### config.mk
export PLATFORM = sky130hd
export DESIGN_NAME = axi_write_adapter
export DESIGN_NICKNAME = d
export VERILOG_FILES = /design/src/rtl/wadp_pkg.sv /design/src/rtl/axi_write_adapter.sv /design/src/rtl/wadp_flit_merge.sv /design/src/rtl/wadp_header_gen.sv /design/src/rtl/wadp_payload_pack.sv /design/src/rtl/wadp_resp_unit.sv
export SDC_FILE = /design/constraint.sdc
export NUM_CORES = 1
export LEC_CHECK = 0
export BUFFER_PORTS_ARGS = -buffer_cell sky130_fd_sc_hd__buf_2
export CAP_MARGIN = 5
export CELL_PAD_IN_SITES_DETAIL_PLACEMENT = 0
export CELL_PAD_IN_SITES_GLOBAL_PLACEMENT = 2
export CORE_AREA = 2 2 139 141
export DETAILED_ROUTE_END_ITERATION = 8
export DIE_AREA = 0 0 141 143
export PLACE_DENSITY_LB_ADDON = 0.05
export SLEW_MARGIN = 20
export SYNTH_ARGS = -nofsm -noshare
export SYNTH_HDL_FRONTEND = slang
export SYNTH_SLANG_ARGS = --single-unit
### constraint.sdc
create_clock -name i_clk -period 4.3 [get_ports i_clk]
set_input_delay 0.43 -clock i_clk [delete_from_list [all_inputs] [get_ports i_clk]]
set_output_delay 0.43 -clock i_clk [all_outputs]
set_load 0.02 [all_outputs]
### src/rtl/wadp_pkg.sv
`default_nettype none

package wadp_pkg;

  // ####################################################################
  // flit encodings
  // ####################################################################

  typedef enum logic [1:0] {
    FLIT_HEAD = 2'd0,
    FLIT_ADDR = 2'd1,
    FLIT_DATA = 2'd2,
    FLIT_RESP = 2'd3
  } flit_kind_e;

  // head flit layout, all fields packed from bit 0 upwards.
  //   [3:0]   destination node.
  //   [7:4]   source node.
  //   [11:8]  tag, taken from awid.
  //   [19:12] awlen.
  //   [22:20] awsize.
  //   [23]    invalid destination flag.
  // the address flit carries the aligned awaddr in all 32 bits.
  // response flit: [3:0] tag, [5:4] status.

  localparam int FLIT_DATA_W = 32;
  localparam int FLIT_BE_W   = 4;

  // ####################################################################
  // AXI side
  // ####################################################################

  localparam int AXI_DATA_W = 64;
  localparam int AXI_STRB_W = 8;

  typedef enum logic [1:0] {
    RESP_OKAY   = 2'd0,
    RESP_SLVERR = 2'd2,
    RESP_DECERR = 2'd3
  } resp_status_e;

  // ####################################################################
  // merge control
  // ####################################################################

  typedef enum logic [1:0] {
    MERGE_HEAD,
    MERGE_ADDR,
    MERGE_DATA
  } merge_state_e;

endpackage

`default_nettype wire

### src/rtl/axi_write_adapter.sv
`timescale 1ns/1ps
`default_nettype none

module axi_write_adapter #(
  parameter int NUM_NODES = 9,
  parameter int NODE_ID_W = 4,
  parameter int ID_W      = 4
) (
  input  var logic                             i_clk,
  input  var logic                             i_rst_n,
  input  var logic [NODE_ID_W-1:0]             i_node_id,
  // AXI AW channel.
  input  var logic                             i_awvalid,
  output logic                                 o_awready,
  input  var logic [ID_W-1:0]                  i_awid,
  input  var logic [31:0]                      i_awaddr,
  input  var logic [7:0]                       i_awlen,
  input  var logic [2:0]                       i_awsize,
  // AXI W channel.
  input  var logic                             i_wvalid,
  output logic                                 o_wready,
  input  var logic [wadp_pkg::AXI_DATA_W-1:0]  i_wdata,
  input  var logic [wadp_pkg::AXI_STRB_W-1:0]  i_wstrb,
  input  var logic                             i_wlast,
  // AXI B channel.
  output logic                                 o_bvalid,
  input  var logic                             i_bready,
  output logic [ID_W-1:0]                      o_bid,
  output wadp_pkg::resp_status_e               o_bresp,
  // flits towards the network.
  output logic                                 o_flit_valid,
  input  var logic                             i_flit_ready,
  output wadp_pkg::flit_kind_e                 o_flit_kind,
  output logic [wadp_pkg::FLIT_DATA_W-1:0]     o_flit_data,
  output logic [wadp_pkg::FLIT_BE_W-1:0]       o_flit_be,
  output logic                                 o_flit_last,
  // response flits from the network.
  input  var logic                             i_resp_valid,
  output logic                                 o_resp_ready,
  input  var logic [wadp_pkg::FLIT_DATA_W-1:0] i_resp_data
);

  logic                             hdr_valid;
  logic                             hdr_ready;
  wadp_pkg::flit_kind_e             hdr_kind;
  logic [31:0]                      hdr_data;
  logic                             pay_valid;
  logic                             pay_ready;
  logic [wadp_pkg::FLIT_DATA_W-1:0] pay_data;
  logic [wadp_pkg::FLIT_BE_W-1:0]   pay_be;
  logic                             pay_last;

  wadp_header_gen #(
    .NUM_NODES (NUM_NODES),
    .NODE_ID_W (NODE_ID_W),
    .ID_W      (ID_W)
  ) header_gen_i (
    .i_clk       (i_clk),
    .i_rst_n     (i_rst_n),
    .i_node_id   (i_node_id),
    .i_awvalid   (i_awvalid),
    .o_awready   (o_awready),
    .i_awid      (i_awid),
    .i_awaddr    (i_awaddr),
    .i_awlen     (i_awlen),
    .i_awsize    (i_awsize),
    .o_hdr_valid (hdr_valid),
    .i_hdr_ready (hdr_ready),
    .o_hdr_kind  (hdr_kind),
    .o_hdr_data  (hdr_data)
  );

  wadp_payload_pack payload_pack_i (
    .i_clk       (i_clk),
    .i_rst_n     (i_rst_n),
    .i_wvalid    (i_wvalid),
    .o_wready    (o_wready),
    .i_wdata     (i_wdata),
    .i_wstrb     (i_wstrb),
    .i_wlast     (i_wlast),
    .o_pay_valid (pay_valid),
    .i_pay_ready (pay_ready),
    .o_pay_data  (pay_data),
    .o_pay_be    (pay_be),
    .o_pay_last  (pay_last)
  );

  wadp_flit_merge flit_merge_i (
    .i_clk        (i_clk),
    .i_rst_n      (i_rst_n),
    .i_hdr_valid  (hdr_valid),
    .o_hdr_ready  (hdr_ready),
    .i_hdr_kind   (hdr_kind),
    .i_hdr_data   (hdr_data),
    .i_pay_valid  (pay_valid),
    .o_pay_ready  (pay_ready),
    .i_pay_data   (pay_data),
    .i_pay_be     (pay_be),
    .i_pay_last   (pay_last),
    .o_flit_valid (o_flit_valid),
    .i_flit_ready (i_flit_ready),
    .o_flit_kind  (o_flit_kind),
    .o_flit_data  (o_flit_data),
    .o_flit_be    (o_flit_be),
    .o_flit_last  (o_flit_last)
  );

  wadp_resp_unit #(
    .ID_W (ID_W)
  ) resp_unit_i (
    .i_clk        (i_clk),
    .i_rst_n      (i_rst_n),
    .i_resp_valid (i_resp_valid),
    .o_resp_ready (o_resp_ready),
    .i_resp_data  (i_resp_data),
    .o_bvalid     (o_bvalid),
    .i_bready     (i_bready),
    .o_bid        (o_bid),
    .o_bresp      (o_bresp)
  );

endmodule

`default_nettype wire

### src/rtl/wadp_flit_merge.sv
`timescale 1ns/1ps
`default_nettype none

module wadp_flit_merge (
  input  var logic                             i_clk,
  input  var logic                             i_rst_n,
  input  var logic                             i_hdr_valid,
  output logic                                 o_hdr_ready,
  input  var wadp_pkg::flit_kind_e             i_hdr_kind,
  input  var logic [wadp_pkg::FLIT_DATA_W-1:0] i_hdr_data,
  input  var logic                             i_pay_valid,
  output logic                                 o_pay_ready,
  input  var logic [wadp_pkg::FLIT_DATA_W-1:0] i_pay_data,
  input  var logic [wadp_pkg::FLIT_BE_W-1:0]   i_pay_be,
  input  var logic                             i_pay_last,
  output logic                                 o_flit_valid,
  input  var logic                             i_flit_ready,
  output wadp_pkg::flit_kind_e                 o_flit_kind,
  output logic [wadp_pkg::FLIT_DATA_W-1:0]     o_flit_data,
  output logic [wadp_pkg::FLIT_BE_W-1:0]       o_flit_be,
  output logic                                 o_flit_last
);

  wadp_pkg::merge_state_e state;
  wadp_pkg::merge_state_e state_nxt;

  wire flit_take = o_flit_valid && i_flit_ready;

  always_comb begin
    o_hdr_ready  = 1'b0;
    o_pay_ready  = 1'b0;
    o_flit_valid = i_hdr_valid;
    o_flit_kind  = i_hdr_kind;
    o_flit_data  = i_hdr_data;
    o_flit_be    = '1; // header words are always full.
    o_flit_last  = 1'b0;
    state_nxt    = state;
    case (state)
      wadp_pkg::MERGE_HEAD: begin
        o_hdr_ready = i_flit_ready;
        if (flit_take) state_nxt = wadp_pkg::MERGE_ADDR;
      end
      wadp_pkg::MERGE_ADDR: begin
        o_hdr_ready = i_flit_ready;
        if (flit_take) state_nxt = wadp_pkg::MERGE_DATA;
      end
      wadp_pkg::MERGE_DATA: begin
        o_pay_ready  = i_flit_ready;
        o_flit_valid = i_pay_valid;
        o_flit_kind  = wadp_pkg::FLIT_DATA;
        o_flit_data  = i_pay_data;
        o_flit_be    = i_pay_be;
        o_flit_last  = i_pay_last;
        if (flit_take && i_pay_last) state_nxt = wadp_pkg::MERGE_HEAD;
      end
      default: state_nxt = wadp_pkg::MERGE_HEAD;
    endcase
  end

  always_ff @(posedge i_clk, negedge i_rst_n) begin
    if (!i_rst_n) state <= wadp_pkg::MERGE_HEAD;
    else          state <= state_nxt;
  end

  // the header builder must be pointing at its head word whenever a new
  // packet starts.
  a_head_first: assert property (@(posedge i_clk) disable iff (!i_rst_n)
    (state == wadp_pkg::MERGE_HEAD && flit_take) |-> (o_flit_kind == wadp_pkg::FLIT_HEAD));

endmodule

`default_nettype wire

### src/rtl/wadp_header_gen.sv
`timescale 1ns/1ps
`default_nettype none

module wadp_header_gen #(
  parameter int NUM_NODES = 9,
  parameter int NODE_ID_W = 4,
  parameter int ID_W      = 4
) (
  input  var logic                 i_clk,
  input  var logic                 i_rst_n,
  input  var logic [NODE_ID_W-1:0] i_node_id,
  input  var logic                 i_awvalid,
  output logic                     o_awready,
  input  var logic [ID_W-1:0]      i_awid,
  input  var logic [31:0]          i_awaddr,
  input  var logic [7:0]           i_awlen,
  input  var logic [2:0]           i_awsize,
  output logic                     o_hdr_valid,
  input  var logic                 i_hdr_ready,
  output wadp_pkg::flit_kind_e     o_hdr_kind,
  output logic [31:0]              o_hdr_data
);

  logic            aw_full;
  logic            word_sel; // 0 selects the head flit, 1 the address flit.
  logic [ID_W-1:0] id_q;
  logic [31:0]     addr_q;
  logic [7:0]      len_q;
  logic [2:0]      size_q;
  logic [3:0]      dest_q;
  logic            inv_q;

  wire aw_take  = i_awvalid && o_awready;
  wire hdr_take = o_hdr_valid && i_hdr_ready;

  assign o_awready = !aw_full;

  always_ff @(posedge i_clk, negedge i_rst_n) begin
    if (!i_rst_n) begin
      aw_full  <= 1'b0;
      word_sel <= 1'b0;
    end else if (aw_take) begin
      aw_full  <= 1'b1;
      word_sel <= 1'b0;
    end else if (hdr_take) begin
      aw_full  <= !word_sel; // the slot frees once the address flit has left.
      word_sel <= !word_sel;
    end
  end

  always_ff @(posedge i_clk) begin
    if (aw_take) begin
      id_q   <= i_awid;
      addr_q <= i_awaddr & ~((32'h1 << i_awsize) - 32'h1);
      len_q  <= i_awlen;
      size_q <= i_awsize;
      dest_q <= i_awaddr[31:28];
      inv_q  <= (int'(i_awaddr[31:28]) >= NUM_NODES);
    end
  end

  assign o_hdr_valid = aw_full;
  assign o_hdr_kind  = word_sel ? wadp_pkg::FLIT_ADDR : wadp_pkg::FLIT_HEAD;
  assign o_hdr_data  = word_sel ? addr_q
                                : {8'h00, inv_q, size_q, len_q, 4'(id_q), 4'(i_node_id), dest_q};

  // a stalled header flit must not change under the merger.
  a_hdr_hold: assert property (@(posedge i_clk) disable iff (!i_rst_n)
    (o_hdr_valid && !i_hdr_ready) |=> (o_hdr_valid && $stable(o_hdr_data)));

endmodule

`default_nettype wire

### src/rtl/wadp_payload_pack.sv
`timescale 1ns/1ps
`default_nettype none

module wadp_payload_pack (
  input  var logic                            i_clk,
  input  var logic                            i_rst_n,
  input  var logic                            i_wvalid,
  output logic                                o_wready,
  input  var logic [wadp_pkg::AXI_DATA_W-1:0] i_wdata,
  input  var logic [wadp_pkg::AXI_STRB_W-1:0] i_wstrb,
  input  var logic                            i_wlast,
  output logic                                o_pay_valid,
  input  var logic                            i_pay_ready,
  output logic [wadp_pkg::FLIT_DATA_W-1:0]    o_pay_data,
  output logic [wadp_pkg::FLIT_BE_W-1:0]      o_pay_be,
  output logic                                o_pay_last
);

  // ####################################################################
  // one-beat buffer
  // ####################################################################

  logic                            buf_full;
  logic                            half_sel; // high half goes out when set.
  logic [wadp_pkg::AXI_DATA_W-1:0] data_q;
  logic [wadp_pkg::AXI_STRB_W-1:0] strb_q;
  logic                            last_q;

  wire pay_take = o_pay_valid && i_pay_ready;
  wire w_take   = i_wvalid && o_wready;

  // The buffer counts as empty on the cycle its high half leaves, so a
  // fresh beat can land right behind it and each beat costs two flit cycles.
  assign o_wready = !buf_full || (half_sel && i_pay_ready);

  always_ff @(posedge i_clk, negedge i_rst_n) begin
    if (!i_rst_n) begin
      buf_full <= 1'b0;
      half_sel <= 1'b0;
    end else if (w_take) begin
      buf_full <= 1'b1;
      half_sel <= 1'b0;
    end else if (pay_take) begin
      buf_full <= !half_sel;
      half_sel <= !half_sel;
    end
  end

  always_ff @(posedge i_clk) begin
    if (w_take) begin
      data_q <= i_wdata;
      strb_q <= i_wstrb;
      last_q <= i_wlast;
    end
  end

  // ####################################################################
  // half select
  // ####################################################################

  assign o_pay_valid = buf_full;
  assign o_pay_data  = half_sel ? data_q[63:32] : data_q[31:0];
  assign o_pay_be    = half_sel ? strb_q[7:4] : strb_q[3:0];
  assign o_pay_last  = half_sel && last_q;

  // a stalled half must not be overwritten by a new W beat.
  a_pay_hold: assert property (@(posedge i_clk) disable iff (!i_rst_n)
    (o_pay_valid && !i_pay_ready) |=>
      (o_pay_valid && $stable(o_pay_data) && $stable(o_pay_be) && $stable(o_pay_last)));

endmodule

`default_nettype wire

### src/rtl/wadp_resp_unit.sv
`timescale 1ns/1ps
`default_nettype none

module wadp_resp_unit #(
  parameter int ID_W = 4
) (
  input  var logic                             i_clk,
  input  var logic                             i_rst_n,
  input  var logic                             i_resp_valid,
  output logic                                 o_resp_ready,
  input  var logic [wadp_pkg::FLIT_DATA_W-1:0] i_resp_data,
  output logic                                 o_bvalid,
  input  var logic                             i_bready,
  output logic [ID_W-1:0]                      o_bid,
  output wadp_pkg::resp_status_e               o_bresp
);

  logic                   b_full;
  logic [ID_W-1:0]        bid_q;
  wadp_pkg::resp_status_e bresp_q;

  // Status 1 is reserved on the network and reported as a slave error.
  function automatic wadp_pkg::resp_status_e map_status(input logic [1:0] status);
    case (status)
      2'd0:    return wadp_pkg::RESP_OKAY;
      2'd3:    return wadp_pkg::RESP_DECERR;
      default: return wadp_pkg::RESP_SLVERR;
    endcase
  endfunction

  wire resp_take = i_resp_valid && o_resp_ready;

  assign o_resp_ready = !b_full;

  always_ff @(posedge i_clk, negedge i_rst_n) begin
    if (!i_rst_n)                 b_full <= 1'b0;
    else if (resp_take)           b_full <= 1'b1;
    else if (o_bvalid && i_bready) b_full <= 1'b0;
  end

  always_ff @(posedge i_clk) begin
    if (resp_take) begin
      bid_q   <= ID_W'(i_resp_data[3:0]);
      bresp_q <= map_status(i_resp_data[5:4]);
    end
  end

  assign o_bvalid = b_full;
  assign o_bid    = bid_q;
  assign o_bresp  = bresp_q;

endmodule

`default_nettype wire

==> impl_metrics.py, run 1 <==
metrics = {
    "worst_setup_path": {
        "criticalPathCategory": "flop to output pin",
        "arrival_ns": 2.51,
        "path_max_fanout": 59,
        "worstSetupEndpointType": "output pin",
        "startpoint_type": "flop",
        "critical_path_required_ns": 3.87,
    },
    "final_layout": {
        "fin_nets": 689,
        "final_cells": 773,
        "stdcell_area_mm2": 0.00716,
        "final_core_util": 0.385,
        "area_growth_pct": 29.5,
        "final_layout_size_suffix_gt1_frac": 0.411,
    },
    "yosys": {
        "synth_edf_count": 131,
        "ys_seq_area_frac": 0.743,
        "synth_cell_types": 32,
        "synth_commonest_cells": "edfxtp_1 (131), mux2i_1 (37), a21oi_1 (26), nor2b_1 (26), a211oi_1 (25)",
        "ys_seq_elements": 138,
        "yosys.area.top_type": "edfxtp_1",
        "synth_ff_type": "edfxtp_1",
        "syn_avg_cell_area_um2": 15.5,
        "async_reset_ff_frac": 0.0507,
        "synth_area_leaders": "edfxtp_1 (71%), mux2i_1 (6.7%), a211oi_1 (3.4%)",
        "syn_area_mm2": 0.00553,
        "yosysMostFrequentCell": "edfxtp_1",
        "synth_warnings": 0,
        "synth_top_area_frac": 0.711,
        "postSynthCellCount": 357,
        "syn_nets": 521,
    },
    "pwr": {
        "power_leakage_nw": 2.79,
        "power.total_mw": 4.47,
        "ir_worst_vdd_mv": 0.255,
        "power_density_mw_per_mm2": 624,
    },
    "clocking": {
        "path_clk_slew_ns": 0.06,
        "cts.sinks": 138,
        "cts_made_buffers": 17,
        "cts_tree": "done",
        "cts-htree-levels": 4,
        "ctsLongestPathBuffers": 2,
        "cts_root_buf": "clkbuf_16",
        "clock_latency_ns": 0.41,
    },
    "sta": {
        "drv_slew": 0,
        "hold_ws_ns": 0.186,
        "fmax_ghz": 0.340,
        "setup_ws_ns": 1.36,
        "rsz0062_at_grt": "no",
        "min_period_ns": 2.94,
        "skew_ns": 0.00579,
        "hold_viol_final": 0,
        "worst_pin_slew_ns": 1.01,
        "timing.setup.tns_ns": 0,
        "finalSetupViolations": 0,
        "timing.final.crit_share": 0.684,
        "slew_headroom": 0.326,
    },
    "detailed_routing": {
        "vias": 3340,
        "viasPerCell": 4.32,
        "ant_nets": 0,
        "routedWlPerCell_um": 16.4,
        "drt_wl_total_mm": 12.7,
        "drc_errors": 0,
        "drt-initial-drc-count": 117,
        "first_pass_iters": 4,
    },
    "die": {
        "fp.dieW_um": 141,
        "core_area_mm2": 0.0186,
        "pin_count": 213,
        "row_count": 50,
        "die_h_um": 143,
        "die-area_mm2": 0.0202,
        "initial_core_util": 0.298,
    },
    "global_routing": {
        "grt_pass1_wl_mm": 19.0,
        "grtUsageTotal": 0.129,
        "grt_pass1_vias": 3404,
        "antenna_found_initial": 0,
        "gr-total-overflow": 0,
        "grt_max_degree": 74,
    },
    "hold_path": {
        "hp-class": "input port to flop",
    },
    "placement": {
        "gp_congestion": 0.709,
        "portBuffers": 186,
        "post-place-ws_ns": 1.69,
        "place_area_mm2": 0.00658,
        "place_hpwl_mm": 8.25,
        "dpl.cell_count": 739,
    },
    "status": {
        "status": "complete, no violations",
    },
    "flow_run": {
        "maxCapViolations": 0,
    },
}
per-layer routing:
metal  GRT usage  routed length, µm
met1       0.156               5330
met2       0.211               6360
met3      0.0473                856
met4      0.0458                132
met5           0                  0
cell type report:
class	instances	area, µm²
fill	1810	11400
sequential	138	4110
multi-input combinational	172	1200
timing repair buffer	189	956
clock buffer	21	440
tap	234	293
clock inverter	11	124
inverter	7	31.3
antenna	1	2.50
placed cells by master (no fill, tap or decap), drive strengths merged:
master         n
nand2b         2
nand2          9
and2b          4
nor4b          1
dfrtp          7
and2           5
o21ai         13
a21boi         1
clkinvlp       4
and3b          1
clkinv         5
nor2b         26
dlygate4sd3    1
a211oi        25
a21oi         26
nand3          9
xor2           1
edfxtp       131
and3           2
or2            1
o21bai         1
o31a           1
clkbuf        21
nor2           3
mux2i         37
nand4          1
bufinv         2
inv            7
buf          188
a22o           1
ha             1
diode          1
nor3b          1
worst paths after layout:
path | startpoint | to | slack (ns) | depth (start not counted)
max | flit_merge_i.state[0]$_DFFE_PN0P_ | o_flit_data[23] | 1.36 | 5
min | i_awaddr[10] | header_gen_i.addr_q[10]$_DFFE_PP_ | 0.19 | 1
max reg2reg | flit_merge_i.state[0]$_DFFE_PN0P_ | payload_pack_i.data_q[38]$_DFFE_PP_ | 1.75 | 3
min reg2reg | flit_merge_i.state[1]$_DFFE_PN0P_ | flit_merge_i.state[0]$_DFFE_PN0P_ | 0.48 | 1
max in group asynchronous | i_rst_n | header_gen_i.word_sel$_DFFE_PN0P_ | 3.74 | 2
min in group asynchronous | i_rst_n | resp_unit_i.o_bvalid$_DFFE_PN0P_ | 0.39 | 2
cells by family (layout without fill, tap and decap cells):
kind of cell | count (synthesis) | count (layout) | share of synthesized area
xor gates and xnor gates | 1 | 1 | 0.00158
DFF | 138 | 138 | 0.743
adders and majority gates | 1 | 1 | 0.00226
buffers and inverters | 47 | 228 | 0.0421
and+or+nand+nor | 65 | 65 | 0.0690
other | 0 | 1 | 0
AOI/OAI and AO/OA | 68 | 68 | 0.0751
muxes | 37 | 37 | 0.0670
worst max-delay path, cell delays in order, from the launching register on:
cell      delay, ns
dfrtp_1        0.38
nand2b_1       0.63
inv_6          0.37
a211oi_1       0.44
a21oi_1        0.08
buf_2          0.19
state kept, by name (all words and copies together), names as in the netlist, 2 cells and up:
name,count
header_gen_i.addr_q,32
header_gen_i.id_q,4
payload_pack_i.data_q,64
flit_merge_i.state,2
resp_unit_i.o_bresp,2
header_gen_i.dest_q,4
payload_pack_i.strb_q,8
header_gen_i.len_q,8
resp_unit_i.o_bid,4
header_gen_i.size_q,3
repair_timing:
item,CTS,global route
hold endpoints to repair,7,0
setup buffers,0,0
hold buffers,1,0
gates resized for setup,0,0
power by group:
part | leakage [nW] | internal (mW) | switching [mW]
Sequential | 1.27 | 1.66 | 0.125
Combinational | 1.26 | 0.461 | 0.827
Clock | 0.259 | 0.851 | 0.546
Total | 2.79 | 2.97 | 1.50
Note: power is estimated with default switching activity, not from simulation.
==> run 2: changes to the inputs <==
--- a/config.mk
+++ b/config.mk
@@ -9,9 +9,9 @@
 export CAP_MARGIN = 5
 export CELL_PAD_IN_SITES_DETAIL_PLACEMENT = 0
 export CELL_PAD_IN_SITES_GLOBAL_PLACEMENT = 2
-export CORE_AREA = 2 2 139 141
+export CORE_AREA = 2 2 142 144
 export DETAILED_ROUTE_END_ITERATION = 8
-export DIE_AREA = 0 0 141 143
+export DIE_AREA = 0 0 144 146
 export PLACE_DENSITY_LB_ADDON = 0.05
 export SLEW_MARGIN = 20
 export SYNTH_ARGS = -nofsm -noshare
==> constraint.sdc (replaced) <==
create_clock -name i_clk -period 2.4 [get_ports i_clk]
set_input_delay 0.24 -clock i_clk [delete_from_list [all_inputs] [get_ports i_clk]]
set_output_delay 0.24 -clock i_clk [all_outputs]
set_load 0.02 [all_outputs]
==> impl_metrics.py, run 2 (synthesis results as in run 1) <==
metrics = {
    "status": {
        "status": "complete, no violations",
    },
    "global_routing": {
        "grt_max_degree": 60,
        "grtUsageTotal": 0.131,
        "grt_pass1_wl_mm": 20.5,
        "gr-total-overflow": 0,
        "grt_pass1_vias": 4048,
        "antenna_found_initial": 1,
    },
    "final_layout": {
        "fin_nets": 803,
        "n_fill_cell": 1833,
        "final_layout_size_suffix_gt1_frac": 0.351,
        "biggestRegsByFlops": "payload_pack_i.data_q (64), header_gen_i.addr_q (32)",
        "final_common_cell": "buf_2",
        "area_growth_pct": 53.2,
        "n_antenna_cell": 0,
        "largest_register_ffs": 64,
        "mostFrequentLayoutCells": "buf_2 (186), edfxtp_1 (131), dlygate4sd3_1 (109)",
        "final_core_util": 0.438,
        "regMostFlops": "payload_pack_i.data_q",
    },
    "worst_setup_path": {
        "worstReg2RegEnd": "payload_pack_i.data_q[23]$_DFFE_PP_",
        "critical_path_required_ns": 2.16,
        "rr_startpoint": "flit_merge_i.state[0]$_DFFE_PN0P_",
        "setup.worst_path.start": "flit_merge_i.state[0]$_DFFE_PN0P_",
        "startpoint_type": "flop",
        "path_max_fanout": 59,
        "r2r_slack_ns": 0.62,
        "criticalPathCategory": "flop to output pin",
        "arrival_ns": 1.96,
        "endpoint": "o_flit_data[9]",
        "worstSetupEndpointType": "output pin",
        "reg2regPathDepth": 4,
    },
    "detailed_routing": {
        "first_pass_iters": 4,
        "drt-initial-drc-count": 114,
        "routedWlPerCell_um": 14.6,
        "viasPerCell": 4.13,
        "drc_errors": 0,
        "vias": 3783,
        "drt_wl_total_mm": 13.4,
        "ant_nets": 0,
    },
    "pwr": {
        "ir_worst_vdd_mv": 0.485,
        "power_leakage_nw": 3.36,
        "power_density_mw_per_mm2": 1010,
    },
    "clocking": {
        "ctsLongestPathBuffers": 2,
        "postCtsSetupBuffers": 0,
        "path_clk_slew_ns": 0.06,
        "cts_tree": "done",
        "cts-htree-levels": 4,
        "cts.sinks": 138,
        "clock_latency_ns": 0.42,
        "cts_made_buffers": 17,
        "cts_root_buf": "clkbuf_16",
    },
    "sta": {
        "slew_headroom": 0.622,
        "rsz0062_at_grt": "no",
        "timing.setup.tns_ns": 0,
        "hold_viol_final": 0,
        "min_period_ns": 2.20,
        "worst_pin_slew_ns": 0.565,
        "skew_ns": 0.0127,
        "timing.final.crit_share": 0.917,
        "fmax_ghz": 0.455,
        "drv_slew": 0,
        "finalSetupViolations": 0,
        "setup_ws_ns": 0.200,
    },
    "placement": {
        "portBuffers": 186,
        "post-place-ws_ns": 0.518,
        "gp_congestion": 0.693,
        "place_hpwl_mm": 8.74,
    },
    "die": {
        "row_count": 51,
        "fp.dieW_um": 144,
        "core_area_mm2": 0.0193,
        "initial_core_util": 0.286,
        "die-area_mm2": 0.0210,
        "pin_count": 213,
        "die_h_um": 146,
    },
    "flow_run": {
        "maxCapViolations": 0,
    },
    "hold_path": {
        "hp-class": "input port to flop",
    },
}
-- run 2: layout make-up --
class	count	area, µm²	share of cell area
well taps	265	332	0.0391
flip-flops and latches	138	4110	0.485
repair buffers	303	2160	0.255
clock buffers	19	433	0.0511
inverters	7	40.0	0.00473
multi-input cells	172	1200	0.142
clock inverters	13	199	0.0235
-- run 2: what timing repair did --
item,CTS,global route
resized for setup,0,2
hold buffers,109,0
setup endpoints to repair,0,2
endpoints found under the hold margin,115,0
-- run 2: worst max-delay path, cell delays in order, from the launching register on --
cell,delay [ns]
dfrtp_1,0.40
nand2b_1,0.19
bufinv_8,0.47
a211oi_1,0.11
a21oi_1,0.18
buf_2,0.19
-- run 2: metrics by stage --
stage	cell area (µm²)	cells	power, mW	hold WS, ns
floorplan	5540	357	4.84	-0.0556
global placement	6740	776	5.72	0.0891
detailed placement	6740	776	5.74	0.0961
CTS	8460	917	8.73	0.0199
global route	8470	917	9.05	0.0254
finish	8470	917	8.58	0.0408
-- run 2: worst min-delay path by stage --
stage                 start                                end  slack, ns  cells past startpoint
5_1_grt        i_awaddr[29]  header_gen_i.addr_q[29]$_DFFE_PP_       0.03                      1
4_1_cts        i_awaddr[29]  header_gen_i.addr_q[29]$_DFFE_PP_       0.02                      1
3_5_place_dp        i_rst_n   resp_unit_i.o_bvalid$_DFFE_PN0P_        0.1                      1
2_1_floorplan       i_rst_n  flit_merge_i.state[0]$_DFFE_PN0P_      -0.06                      0
6_report       i_awaddr[29]  header_gen_i.addr_q[29]$_DFFE_PP_       0.04                      1
3_3_place_gp        i_rst_n   resp_unit_i.o_bvalid$_DFFE_PN0P_       0.09                      1
-- run 2: per-layer routing --
metal	part of all wire	GRT usage	vias to the layer above
met5	0.00060	0	-
met4	0.014	0.0500	2
met3	0.065	0.0431	14
met2	0.49	0.219	113
met1	0.43	0.155	1757
li1	-	-	1897
-- run 2: power by group --
group          switching (mW)  total, mW  internal (mW)
registers               0.125       3.08           2.96
clock network           0.965       2.80           1.84
logic                    1.63       2.69           1.06
total                    2.72       8.58           5.86
